<file path="src/include/vec_defs.svh">
`ifndef VEC_DEFS_SVH
`define VEC_DEFS_SVH

// Command intake
`define ISSUE_LANE 4
`define CQ_DEPTH 8

// Vector register file geometry
`define VLEN 128
`define NUM_VREG 32
`define VREG_IDX_W 5

// funct6 encodings of the supported OPIVV/OPIVX instructions
`define FUNCT6_VADD 6'b000000
`define FUNCT6_VSUB 6'b000010
`define FUNCT6_VMUL 6'b100101

// Operand forms
`define FUNCT3_OPIVV 3'b000
`define FUNCT3_OPIVX 3'b100

`define MUL_STAGES 3

`endif

</file>
<file path="src/vec_pkg.sv">
`include "vec_defs.svh"

package vec_pkg;

    // Element width as programmed in vtype
    typedef enum logic {
        SEW8  = 1'b0,
        SEW16 = 1'b1
    } sew_e;

    // One command from the scalar core
    typedef struct packed {
        logic [31:0] insn;
        logic [31:0] scalar;
        sew_e        sew;
    } rvv_cmd_t;

    // A register word seen as bytes or as halfwords
    typedef union packed {
        logic [`VLEN/8-1:0][7:0]   b;
        logic [`VLEN/16-1:0][15:0] h;
    } vreg_data_u;

    // Operation sent to the ALU or the multiplier
    typedef struct packed {
        logic [5:0]            funct6;
        sew_e                  sew;
        logic [`VREG_IDX_W-1:0] vd;
        vreg_data_u            opa;
        // Already broadcast for the .vx forms
        vreg_data_u            opb;
    } exec_uop_t;

    // Register write request
    typedef struct packed {
        logic [`VREG_IDX_W-1:0] vd;
        vreg_data_u            data;
    } wb_req_t;

endpackage

</file>
<file path="src/vec_decode.sv">
`include "vec_defs.svh"

module vec_decode
    import vec_pkg::*;
(
    input  logic                    clk,
    input  logic                    rst_n,
    input  rvv_cmd_t                head,
    input  logic                    empty,
    output logic                    pop,
    output logic [`VREG_IDX_W-1:0]  rd_idx_a,
    output logic [`VREG_IDX_W-1:0]  rd_idx_b,
    input  vreg_data_u              rd_data_a,
    input  vreg_data_u              rd_data_b,
    input  logic                    alu_busy,
    output logic                    alu_issue,
    output logic                    mul_issue,
    output exec_uop_t               uop,
    input  logic                    wb_valid,
    input  wb_req_t                 wb
);

    logic [5:0]             funct6;
    logic [2:0]             funct3;
    logic [`VREG_IDX_W-1:0] vs2;
    logic [`VREG_IDX_W-1:0] vs1;
    logic [`VREG_IDX_W-1:0] vd;
    logic                   is_vx;
    logic                   is_alu_op;
    logic                   is_mul_op;
    logic                   is_known;
    logic                   hazard;
    logic [`NUM_VREG-1:0]   busy;

    // OP-V field split
    assign funct6 = head.insn[31:26];
    assign vs2    = head.insn[24:20];
    assign vs1    = head.insn[19:15];
    assign funct3 = head.insn[14:12];
    assign vd     = head.insn[11:7];

    assign is_vx     = (funct3 == `FUNCT3_OPIVX);
    assign is_alu_op = (funct6 == `FUNCT6_VADD) || (funct6 == `FUNCT6_VSUB);
    assign is_mul_op = (funct6 == `FUNCT6_VMUL);
    assign is_known  = (is_vx || funct3 == `FUNCT3_OPIVV) && (is_alu_op || is_mul_op);

    assign rd_idx_a = vs2;
    assign rd_idx_b = vs1;

    // RAW on sources, WAW on the destination; vs1 is a scalar slot for .vx
    assign hazard = busy[vs2] || busy[vd] || (!is_vx && busy[vs1]);

    // Unknown encodings are popped without issue
    always_comb begin
        pop = 1'b0;
        if (!empty) begin
            if (!is_known) begin
                pop = 1'b1;
            end else if (!hazard) begin
                pop = is_mul_op || !alu_busy;
            end
        end
    end

    assign alu_issue = pop && is_known && is_alu_op;
    assign mul_issue = pop && is_known && is_mul_op;

    always_comb begin
        uop.funct6 = funct6;
        uop.sew    = head.sew;
        uop.vd     = vd;
        uop.opa    = rd_data_a;
        if (!is_vx) begin
            uop.opb = rd_data_b;
        end else if (head.sew == SEW16) begin
            for (int i = 0; i < `VLEN / 16; i++) begin
                uop.opb.h[i] = head.scalar[15:0];
            end
        end else begin
            for (int i = 0; i < `VLEN / 8; i++) begin
                uop.opb.b[i] = head.scalar[7:0];
            end
        end
    end

    // Scoreboard; a write and an issue never hit the same register in one cycle
    always_ff @(posedge clk or negedge rst_n) begin
        if (!rst_n) begin
            busy <= '0;
        end else begin
            if (wb_valid) begin
                busy[wb.vd] <= 1'b0;
            end
            if (alu_issue || mul_issue) begin
                busy[vd] <= 1'b1;
            end
        end
    end

    // Every write must belong to an issued, still outstanding operation
    a_wb_to_busy: assert property (@(posedge clk) disable iff (!rst_n)
        wb_valid |-> busy[wb.vd])
        else $error("write to register v%0d that is not busy", $sampled(wb.vd));

endmodule

</file>
<file path="config.mk">
export PLATFORM = sky130hd
export DESIGN_NAME = vec_decode
export DESIGN_NICKNAME = d
export VERILOG_FILES = /design/src/vec_pkg.sv /design/src/vec_decode.sv
export VERILOG_INCLUDE_DIRS = /design/src /design/src/include
export SDC_FILE = /design/constraint.sdc
export NUM_CORES = 1
export LEC_CHECK = 0
export ABC_AREA = 1
export BUFFER_PORTS_ARGS = -buffer_cell sky130_fd_sc_hd__buf_2
export CAP_MARGIN = 20
export CORE_AREA = 4 4 287 289
export CTS_BUF_LIST = sky130_fd_sc_hd__clkbuf_2
export CTS_CLUSTER_SIZE = 16
export DETAILED_ROUTE_END_ITERATION = 8
export DIE_AREA = 0 0 291 293
export MAX_ROUTING_LAYER = met4
export PLACE_DENSITY = 0.33
export SLEW_MARGIN = 20
export SYNTH_ARGS = -nofsm -noshare
export SYNTH_HDL_FRONTEND = slang
export SYNTH_SLANG_ARGS = --single-unit
</file>
<file path="constraint.sdc">
create_clock -name clk -period 3.3 [get_ports clk]
set_input_delay 0.495 -clock clk [delete_from_list [all_inputs] [get_ports clk]]
set_output_delay 0.495 -clock clk [all_outputs]
set_load 0.05 [all_outputs]
</file>
==> results of run 1 <==
worst max-delay path: stages:
cell     delay [ns]
buf_2          0.10
nor2_1         0.21
nand2_4        0.09
inv_1          0.39
nand2_1        0.51
nand2_1        0.29
buf_2          0.30
cell type report:
cell class,count,area [um^2]
multi-input cells,616,2830
inverters,58,219
repair buffers,358,2040
clock inverters,1,5.00
clock buffers,6,30.0
well taps,1060,1330
diodes,2,5.00
flip-flops and latches,32,801
fillers,9552,72600
power by group:
group | internal [mW] | switching (mW)
clock | 0.0504 | 0.163
sequential | 0.478 | 0.0686
combinational | 0.455 | 1.02
layer usage:
layer  global-route usage, %  vias up  share of wire (%)
li1                        -     2976                  -
met1                    9.97     2679                 49
met2                    10.1      273                 43
met3                    1.71       29                7.3
met4                    1.15        0                1.2
met5                       -        -                  0
worst min-delay path by stage:
stage | from | end | slack, ns | depth (start not counted)
global placement | busy[22] | busy[22] | 0.64 | 3
CTS | rst_n | busy[12] | 0.15 | 1
detailed placement | busy[22] | busy[22] | 0.63 | 3
finish | rst_n | busy[12] | 0.12 | 1
global route | rst_n | busy[12] | 0.18 | 1
floorplan | rst_n | busy[0] | 0.20 | 0
Yosys cell counts, types with 2 or more instances:
| library cell | count |
|---|---|
| inv_1 | 54 |
| o21ai_1 | 9 |
| nor2_2 | 3 |
| o21bai_1 | 4 |
| a21oi_1 | 33 |
| buf_4 | 151 |
| nand3_1 | 55 |
| nor3_1 | 20 |
| nand2_1 | 435 |
| o21ai_0 | 2 |
| buf_6 | 10 |
| dfrtp_1 | 32 |
| inv_2 | 3 |
| buf_2 | 5 |
| o21bai_2 | 28 |
| nand4_1 | 2 |
| clkbuf_1 | 15 |
| mux2_2 | 8 |
| nor2_1 | 11 |
cell usage in the layout (no fill, tap or decap), drive strengths merged:
master	n
a21boi	1
a21oi	34
buf	358
clkbuf	6
clkinv	2
dfrtp	32
diode	2
inv	57
mux2	8
nand2	435
nand3	56
nand3b	1
nand4	3
nor2	15
nor3	20
o21ai	11
o21bai	32
logic make-up (layout without fill, tap and decap cells):
logic type / Yosys count / count (layout) / share of synthesized area (%)
buffers and inverters: 240 / 423 / 30.1
AND/OR/NAND/NOR: 530 / 530 / 41.3
other: 0 / 2 / 0
AO/OA/AOI/OAI: 78 / 78 / 11.3
flip-flops: 32 / 32 / 15.5
multiplexers: 8 / 8 / 1.75
metrics by stage:
stage          hold slack, ns  area (um^2)
2_1_floorplan           0.199         5150
3_3_place_gp            0.642         7210
3_5_place_dp            0.633         7210
4_1_cts                 0.154         7250
5_1_grt                 0.180         7250
6_report                0.121         7250
==> results.md, run 1 <==
| Item | This run | Unit |
|---|---|---|
| Synthesis-to-finish area growth | 40.7 | % |
| Critical path class | in2out | - |
| Reg-to-Reg End | busy[22] | - |
| Sum of internal, switching and leakage power | 2.23 | mW |
| Final Hold Fails | 0 | - |
| Initial cell density of the core | 6.45 | % |
| CTS tree | built | - |
| Tot GR Track Use | 6.99 | % |
| Antenna Nets Post-Route | 0 | - |
| Area leader, netlist | nand2_1 | - |
| Final HPWL from detailed placement | 26.2 | mm |
| Number of placed cells counting well taps | 2124 | - |
| Largest net degree at the start of global routing | 107 | - |
| Critical path origin | head[46] | - |
| Net total in the final layout | 1530 | - |
| Worst slew margin relative to its limit | 34.0 | % |
| Cell count after synthesis | 888 | - |
| Critical Path Source Type | input port | - |
| Crit path required time | 2.80 | ns |
| Clock insertion delay at the later pin of the skew report | 0.42 | ns |
| Critical path capture point type | output pin | - |
| DRT Wirelength | 31.2 | mm |
| Part of the Yosys area used for sequential elements | 15.5 | % |
| Total number of yosys warnings | 0 | - |
| Yosys top cell area share | 31.7 | % |
| CTS resizes | 0 | - |
| Primary flip-flop cell chosen by synthesis mapping | dfrtp_1 | - |
| DRC violations left | 0 | - |
| Minimum clock period | 2.90 | ns |
| Register-to-register setup slack | 1.06 | ns |
| Arrival @ worst endpoint | 2.40 | ns |
| Number of design-rule violations left by the first detailed-router iteration | 237 | - |
| Via total after detailed routing | 5957 | - |
| Synth area leaders | nand2_1, buf_4, dfrtp_1 | - |
| Total setup violations reported at the end of the flow | 0 | - |
| Count of flip-flops with a built-in enable after synthesis | 0 | - |
| Clock-pin slew on the worst setup and hold paths | 0.21 | ns |
| Number of I/O port buffers | 331 | - |
| Die Wd | 291 | um |
| Placeable core region | 79900 | um^2 |
| Worst hold-check path type | in2async | - |
| Synth Cell Area | 5150 | um^2 |
| Number of flip-flops in the largest register | 32 | - |
| Sum of negative setup slack | 0 | ns |
| Wire length of the first global-routing pass | 42.6 | mm |
| Fraction of synthesis flops using an asynchronous set or reset pin | 100 | % |
| Number of optimization iterations in the first detailed-route pass | 4 | - |
| Antenna violations before repair | 2 | - |
| Setup slack after layout | 0.402 | ns |
| Max-cap violation count | 0 | - |
| Vias in the first global route | 5896 | - |
| Fmax achieved | 0.345 | GHz |
| Result of the run | finished clean | - |
| Leakage power figure | 3.97 | nW |
| Depth of the most critical reg-to-reg path | 10 | - |
| Critical path peak fanout | 12 | - |
| Fraction of layout cells with a size suffix above 1 | 38.9 | % |
| Maximum ir drop on the vdd rail | 0.0944 | mV |
| Post-route clock skew | 0.0233 | ns |
| Largest reg by FF count | busy | - |
| Average wire per standard cell | 14.6 | um |
| Number of primary I/O pins | 740 | - |
| Worst setup endpoint | uop[66] | - |
| Worst Tran Pin Value | 0.985 | ns |
| Full die area | 85300 | um^2 |
| Number of buffers created by CTS | 5 | - |
| Biggest registers after layout | busy: 32 flops | - |
| Distinct cells, synth | 27 | - |
| H-tree depth | 2 | - |
| Bufs on Longest Clock Path | 2 | - |
| Clk Tree Root Cell | clkbuf_2 | - |
| Flip-flop and latch count after synthesis | 32 | - |
| Post-layout instance count excluding filler cells | 2133 | - |
| CTS sink cnt | 32 | - |
| RSZ-0062 raised after global routing | false | - |
| Chip height | 293 | um |
| Weighted congestion reported at the end of routability-driven placement | 0.758 | - |
| Worst r2r src | busy[21] | - |
| Final global-route overflow total | 0 | - |
| Share of the cycle needed by the critical path after routing | 87.8 | % |
| Setup Fix Bufs, Post-CTS | 0 | - |
| Via density per instance | 2.79 | - |
| Pwr dens | 308 | nW/um^2 |
| Final design utilization | 9.08 | % |
| Worst slack at placement | 0.211 | ns |
| Syn Area/Cell | 5.80 | um^2 |
| Post-CTS Hold Fix Bufs | 0 | - |
| Post-Synthesis Net Count | 1347 | - |
| Site Rows | 104 | - |
| Final Max Tran Viols | 0 | - |
Power figures use the tool's default switching activity.
==> inputs of run 2 (changes only) <==
Settings changed: ABC_AREA 1 to not set, CORE_AREA 4 4 287 289 to 4 4 284 286, DIE_AREA 0 0 291 293 to 0 0 288 290, PLACE_DENSITY 0.33 to 0.34.
==> results.md, run 2 <==
| Item | This run | Unit | vs previous |
|---|---|---|---|
| Post-route design area | 7260 | um^2 | about the same |
| Count of flip-flops with a built-in enable after synthesis | 0 | - | unchanged |
| Weighted congestion reported at the end of routability-driven placement | 0.835 | - | +10% |
| Worst hold-check path type | in2async | - |  |
| Biggest registers after layout | busy: 32 flops | - |  |
| Worst slew margin relative to its limit | 40.2 | % | +6.3 points |
| Main combinational cell family by area after synthesis | compound AO/OA/AOI/OAI gates | - |  |
| DRC violations left | 0 | - | unchanged |
| Number of primary I/O pins | 740 | - | unchanged |
| Critical path capture point type | output pin | - |  |
| Yosys top cell area share | 22.8 | % | -8.9 points |
| Site Rows | 103 | - | -0.96% |
| Primary flip-flop cell chosen by synthesis mapping | dfrtp_1 | - |  |
| Critical Path Source Type | flop | - |  |
| H-tree depth | 2 | - | unchanged |
| Fmax achieved | 0.305 | GHz | -12% |
| Pwr dens | 243 | nW/um^2 | -21% |
| Commonest cells post-synth | buf_4, a21o_1, nand3_1 | - |  |
| Via density per instance | 2.96 | - | +5.8% |
| Post-route worst hold slack | 0.153 | ns | +0.0314 ns |
| CTS sink cnt | 32 | - | unchanged |
| Post-CTS Hold Fix Bufs | 0 | - | unchanged |
| Tot GR Track Use | 7.36 | % | +0.36 points |
| Average wire per standard cell | 17.9 | um | +22% |
| Worst Tran Pin Value | 0.895 | ns | -0.0907 ns |
| Wire length of the first global-routing pass | 42.4 | mm | -0.41% |
| Fraction of synthesis flops using an asynchronous set or reset pin | 100 | % | unchanged |
| Simple-Gate Fraction of Synth Area | 11.5 | % | -30 points |
| Area leader, netlist | buf_4 | - |  |
| Number of placed cells counting well taps | 1804 | - | -15% |
| Flip-flop and latch count after synthesis | 32 | - | unchanged |
| Number of optimization iterations in the first detailed-route pass | 5 | - | +1 |
| Distinct cells, synth | 44 | - | +63% |
| Syn Area/Cell | 8.63 | um^2 | +49% |
| Number of buffers created by CTS | 5 | - | unchanged |
| Synth Cell Area | 5050 | um^2 | -2.1% |
| Die Wd | 288 | um | -1.0% |
| Depth of the most critical reg-to-reg path | 7 | - | -3 |
| Clock-pin slew on the worst setup and hold paths | 0.18 | ns | -0.03 ns |
| Worst slack at placement | -0.261 | ns | -0.472 ns |
| Synthesis-to-finish area growth | 43.8 | % |  |
| Full die area | 83500 | um^2 | -2.0% |
| Complex-gate fraction of the synthesized area | 32.7 | % | +21 points |
| Number of flip-flops in the largest register | 32 | - | unchanged |
| Placeable core region | 78400 | um^2 | -1.9% |
| Critical path class | reg2out | - |  |
| Initial cell density of the core | 6.44 | % | -0.0088 points |
| Setup slack after layout | 0.0182 | ns | -0.383 ns |
| Clk Tree Root Cell | clkbuf_2 | - |  |
| Final global-route overflow total | 0 | - | unchanged |
| Part of the Yosys area used for sequential elements | 15.9 | % | +0.33 points |
| Chip height | 290 | um | -1.0% |
| Cell count after synthesis | 585 | - | -34% |
| Share of the cycle needed by the critical path after routing | 99.4 | % | +12 points |
| Final design utilization | 9.26 | % | +0.18 points |
| Number of design-rule violations left by the first detailed-router iteration | 260 | - | +9.7% |
| Crit path required time | 2.80 | ns | about the same |
| Vias in the first global route | 5354 | - | -9.2% |
| Commonest cells after routing, fill and taps aside | buf_2, a21o_1, nand3_1, buf_4, o21ai_0 | - |  |
| Largest reg by FF count | busy | - |  |
| Post-Synthesis Net Count | 1044 | - | -22% |
| Xor/xnor share of the synthesized area | 0 | % | unchanged |
| Post-layout instance count excluding filler cells | 1823 | - | -15% |
| Net total in the final layout | 1227 | - | -20% |
| Leakage power figure | 3.67 | nW | -7.6% |
| Minimum clock period | 3.28 | ns | +0.383 ns |
| Number of I/O port buffers | 331 | - | unchanged |
| Arrival @ worst endpoint | 2.79 | ns | +0.39 ns |
| Total setup violations reported at the end of the flow | 0 | - | unchanged |
| Synth area leaders | buf_4, a21o_1, dfrtp_1 | - |  |
| Most frequent cell after synthesis | buf_4 | - |  |
| Critical path peak fanout | 5 | - | -7 |
| Final Hold Fails | 0 | - | unchanged |
| Via total after detailed routing | 5388 | - | -9.6% |
| Post-Synth Adder-Cell Area | 0 | % | unchanged |
| Maximum ir drop on the vdd rail | 0.0912 | mV | -3.3% |
| Critical path origin | busy[23] | - |  |
| Worst r2r src | busy[23] | - |  |
| Max-cap violation count | 0 | - | unchanged |
| Fraction of layout cells with a size suffix above 1 | 57.6 | % | +19 points |
| RSZ-0062 raised after global routing | true | - |  |
| Largest net degree at the start of global routing | 66 | - | -38% |
| Commonest non-fill, non-tap cell in the layout | buf_2 | - |  |
| DRT Wirelength | 32.6 | mm | +4.7% |
| Final HPWL from detailed placement | 27.8 | mm | +6.0% |
| Total number of yosys warnings | 0 | - | unchanged |
| Final Max Tran Viols | 0 | - | unchanged |
| Result of the run | finished clean | - |  |
| Antenna violations before repair | 7 | - | +5 |
| Dpl cell area | 7100 | um^2 | -1.6% |
| Post-route clock skew | 0.0115 | ns | -0.0119 ns |
| Multiplexer fraction of the synthesized cell area | 13.2 | % | +11 points |
| Antenna Nets Post-Route | 0 | - | unchanged |
| CTS tree | built | - |  |
| Bufs on Longest Clock Path | 2 | - | unchanged |
| Clock insertion delay at the later pin of the skew report | 0.38 | ns | -0.04 ns |
==> run 2: changes by cell type in the layout (fill, tap and decap cells not counted), sizes merged, moves of 18 or more <==
cell	change
nand2	-428
a21o	+129
inv	-53
a21oi	-34
o31ai	+33
o21bai	-32
o21ai	+23
mux2i	+21
nand3	-20
mux4	+18
==> run 2: layout make-up <==
class / instances / area (um^2)
timing repair buffer: 370 / 2110
clock inverter: 1 / 3.75
multi-input combinational: 355 / 2970
inverter: 4 / 15.0
antenna: 4 / 10.0
tap: 1050 / 1310
clock buffer: 7 / 35.0
fill: 9220 / 71100
sequential: 32 / 801
==> run 2: cell families after synthesis <==
kind of cell	count (synthesis)
compound gates	208
buf+inv	198
flops	32
mux	43
simple gates	104
==> run 2: critical path, cell delays in order (launching register included) <==
cell and delay (ns):
dfrtp_1 0.45, buf_4 0.15, mux4_2 0.49, mux4_2 0.48
nor2_1 0.08, and4b_4 0.25, nor4bb_4 0.30, buf_6 0.19
==> run 2: metal layers <==
metal	GRT usage [%]	share of wire [%]	wire length (um)
met1	8.36	40	12900
met5	-	0	0
met3	2.62	10	3350
met2	12.9	49	16100
met4	0.687	0.89	289
==> run 2: timing repair <==
action	CTS	global route
pin swaps	1	1
endpoints found under the setup margin	3	3
setup buffers	4	3
gates resized for setup	6	7
==> run 2: final timing paths <==
check	to	slack, ns
worst max register to register	busy[31]	0.53
worst min register to register	busy[3]	0.59
min in group clk	busy[22]	0.57
worst min-delay path	busy[23]	0.15
max in group asynchronous	busy[26]	2.62
worst max-delay path	mul_issue	0.02
==> run 2: metrics by stage <==
step,setup TNS (ns),total power [mW]
3_3_place_gp,-0.410,1.59
3_5_place_dp,-0.535,1.59
5_1_grt,-0.107,1.85
6_report,0,1.77
4_1_cts,0,1.80
2_1_floorplan,-0.239,1.57
==> run 2: power by group <==
group,switching [mW],total (mW),internal (mW)
clock network,0.148,0.204,0.0568
logic,0.846,1.17,0.321
registers,0.00128,0.395,0.394
total,0.995,1.77,0.772
==> inputs of run 3 (changes only) <==
Settings changed: CORE_AREA 4 4 284 286 to 4 4 288 290, CTS_BUF_LIST sky130_fd_sc_hd__clkbuf_2 to not set, DIE_AREA 0 0 288 290 to 0 0 292 294, PLACE_DENSITY 0.34 to 0.33.
==> results.md, run 3 (synthesis gave the netlist of run 2 again) <==
| Item | This run | Unit | vs previous |
|---|---|---|---|
| Worst slack at placement | -0.124 | ns | +0.137 ns |
| Final global-route overflow total | 0 | - | unchanged |
| Biggest registers after layout | busy: 32 flops | - |  |
| Worst r2r src | busy[18] | - |  |
| Pwr dens | 281 | nW/um^2 | +15% |
| Maximum ir drop on the vdd rail | 0.159 | mV | +75% |
| Number of primary I/O pins | 740 | - | unchanged |
| Die Wd | 292 | um | +1.4% |
| Crit path required time | 2.80 | ns | about the same |
| Switching part of the total | 50.7 | % | -5.6 points |
| Clk Tree Root Cell | clkbuf_16 | - |  |
| Max-cap violation count | 0 | - | unchanged |
| DRC violations left | 0 | - | unchanged |
| Number of optimization iterations in the first detailed-route pass | 5 | - | unchanged |
| Fraction of layout cells with a size suffix above 1 | 57.0 | % | -0.65 points |
| Initial cell density of the core | 6.29 | % | -0.15 points |
| Dpl cell area | 7060 | um^2 | -0.49% |
| Number of I/O port buffers | 331 | - | unchanged |
| Critical path peak fanout | 4 | - | -1 |
| Worst hold-check path type | in2async | - |  |
| Worst slew margin relative to its limit | 36.5 | % | -3.8 points |
| Number of placed cells counting well taps | 1813 | - | +0.50% |
| Critical Path Source Type | flop | - |  |
| Site Rows | 104 | - | +0.97% |
| DRT Wirelength | 34.0 | mm | +4.1% |
| Post-route clock skew | 0.00330 | ns | -0.00816 ns |
| Post-route worst hold slack | 0.307 | ns | +0.155 ns |
| Final HPWL from detailed placement | 28.8 | mm | +3.8% |
| Largest reg by FF count | busy | - |  |
| Weighted congestion reported at the end of routability-driven placement | 0.972 | - | +17% |
| Result of the run | finished clean | - |  |
| Reg power frac | 19.3 | % | -3.1 points |
| Depth of the most critical reg-to-reg path | 6 | - | -1 |
| Post-layout instance count excluding filler cells | 1829 | - | +0.33% |
| Sequence of cells on the critical path | mux4_2 > a22oi_2 > o21ai_2 > a2111oi_4 > nand4_1 > buf_6 > nor4bb_4 > buf_12 | - |  |
| Via total after detailed routing | 5507 | - | +2.2% |
| Via density per instance | 3.01 | - | +1.9% |
| Minimum clock period | 3.22 | ns | -0.0605 ns |
| Critical path class | reg2out | - |  |
| Leakage power figure | 3.66 | nW | -0.14% |
| Wire length of the first global-routing pass | 44.6 | mm | +5.2% |
| Fmax achieved | 0.310 | GHz | +1.9% |
| Final Max Tran Viols | 0 | - | unchanged |
| CTS sink cnt | 32 | - | unchanged |
| Clock insertion delay at the later pin of the skew report | 0.28 | ns | -0.10 ns |
| RSZ-0062 raised after global routing | true | - |  |
| CTS tree | built | - |  |
| Commonest cells after routing, fill and taps aside | buf_2, a21o_1, nand3_1, o21ai_0, dfrtp_1 | - |  |
| Bufs on Longest Clock Path | 2 | - | unchanged |
| Sum of internal, switching and leakage power | 2.05 | mW | +16% |
| Worst Tran Pin Value | 0.949 | ns | +0.0547 ns |
| Number of fill cells | 9348 | - | +1.4% |
| Combinational group share of total power | 57.0 | % | -9.1 points |
| Setup slack after layout | 0.0787 | ns | +0.0605 ns |
| Critical path capture point type | output pin | - |  |
| Largest net degree at the start of global routing | 55 | - | -17% |
| Number of buffers created by CTS | 5 | - | unchanged |
| Post-route design area | 7300 | um^2 | +0.53% |
| Share of the cycle needed by the critical path after routing | 97.6 | % | -1.8 points |
| Antenna violations before repair | 9 | - | +2 |
| Slowest CP cell | mux4_2 | - |  |
| Critical Path Max Stage Delay | 0.48 | ns | about the same |
| Tot GR Track Use | 7.47 | % | +0.12 points |
| Vias in the first global route | 5534 | - | +3.4% |
| Number of design-rule violations left by the first detailed-router iteration | 354 | - | +36% |
| Arrival @ worst endpoint | 2.73 | ns | -0.06 ns |
| Full die area | 85800 | um^2 | +2.8% |
| Number of flip-flops in the largest register | 32 | - | unchanged |
| Placeable core region | 80300 | um^2 | +2.5% |
| Commonest non-fill, non-tap cell in the layout | buf_2 | - |  |
| Net total in the final layout | 1220 | - | -0.57% |
| Register-to-register setup slack | 0.52 | ns | about the same |
| Synthesis-to-finish area growth | 44.5 | % |  |
| Average wire per standard cell | 18.6 | um | +3.8% |
| Chip height | 294 | um | +1.4% |
| Reg-to-Reg End | busy[22] | - |  |
| H-tree depth | 2 | - | unchanged |
| Total setup violations reported at the end of the flow | 0 | - | unchanged |
| Internal Dissipation | 1.01 | mW | +31% |
| Clock-pin slew on the worst setup and hold paths | 0.06 | ns | -0.12 ns |
| Switching power of the nets | 1.04 | mW | +4.5% |
| Final Hold Fails | 0 | - | unchanged |
| Relative contribution of the clock network to total power | 23.7 | % | +12 points |
| Antenna Nets Post-Route | 0 | - | unchanged |
run 3: cell count changes in the layout (fill, tap and decap cells not counted), sizes merged:
cell,change
clkbuf,+2
clkinv,-1
buf,-8
diode,+3
run 3: cell type report:
type	count	area (um^2)	area share (%)
Inverter	4	15.0	0.206
Sequential cell	32	801	11.0
Clock buffer	8	146	2.01
Timing Repair Buffer	363	2010	27.6
Multi-Input combinational cell	355	2980	40.8
Tap cell	1060	1330	18.2
Antenna cell	7	17.5	0.240
run 3: timing repair:
item                       CTS  global route
setup endpoints to repair    3             2
buffers inserted             0             1
resized for setup            4             8
hold endpoints to repair     0             0
pin swaps                    1             4
hold buffers                 0             0
run 3: through the flow:
stage | setup TNS [ns] | utilization (%)
2_1_floorplan | -0.239 | -
3_3_place_gp | -0.168 | 8.80
3_5_place_dp | -0.161 | 8.80
4_1_cts | 0 | 9.01
5_1_grt | -0.0603 | 9.09
6_report | 0 | 9.09
run 3: per-layer routing:
metal | part of all wire [%] | track usage [%] | vias to the layer above | wire length (um)
li1 | - | - | 2349 | -
met1 | 39 | 8.44 | 2671 | 13300
met2 | 48 | 12.4 | 461 | 16300
met3 | 11 | 3.21 | 26 | 3760
met4 | 1.7 | 1.51 | 0 | 566
met5 | 0 | - | - | 0
run 3: power groups by stage:
stage / clock network, mW / logic [mW] / registers, mW
after detailed placement: 0 / 1.18 / 0.402
after global placement: 0 / 1.18 / 0.402
final: 0.485 / 1.17 / 0.395
after CTS: 0.496 / 1.19 / 0.395
after floorplan: 0 / 1.17 / 0.402
after global routing: 0.506 / 1.22 / 0.395
run 3: how the worst max path moves through the flow:
stage,startpoint,end,cells past startpoint
CTS,head[53],mul_issue,9
global placement,head[40],mul_issue,9
global route,busy[13],mul_issue,8
finish,busy[14],mul_issue,8
floorplan,head[41],alu_issue,8
detailed placement,head[40],mul_issue,9
run 3: critical path: cells and delay by family, from the launching register on:
| kind | cells | cell delay, ns |
|---|---|---|
| DFF | 1 | 0.41 |
| muxes | 1 | 0.48 |
| buffers and inverters | 2 | 0.36 |
| and+or+nand+nor | 2 | 0.51 |
| AOI/OAI and AO/OA | 3 | 0.67 |
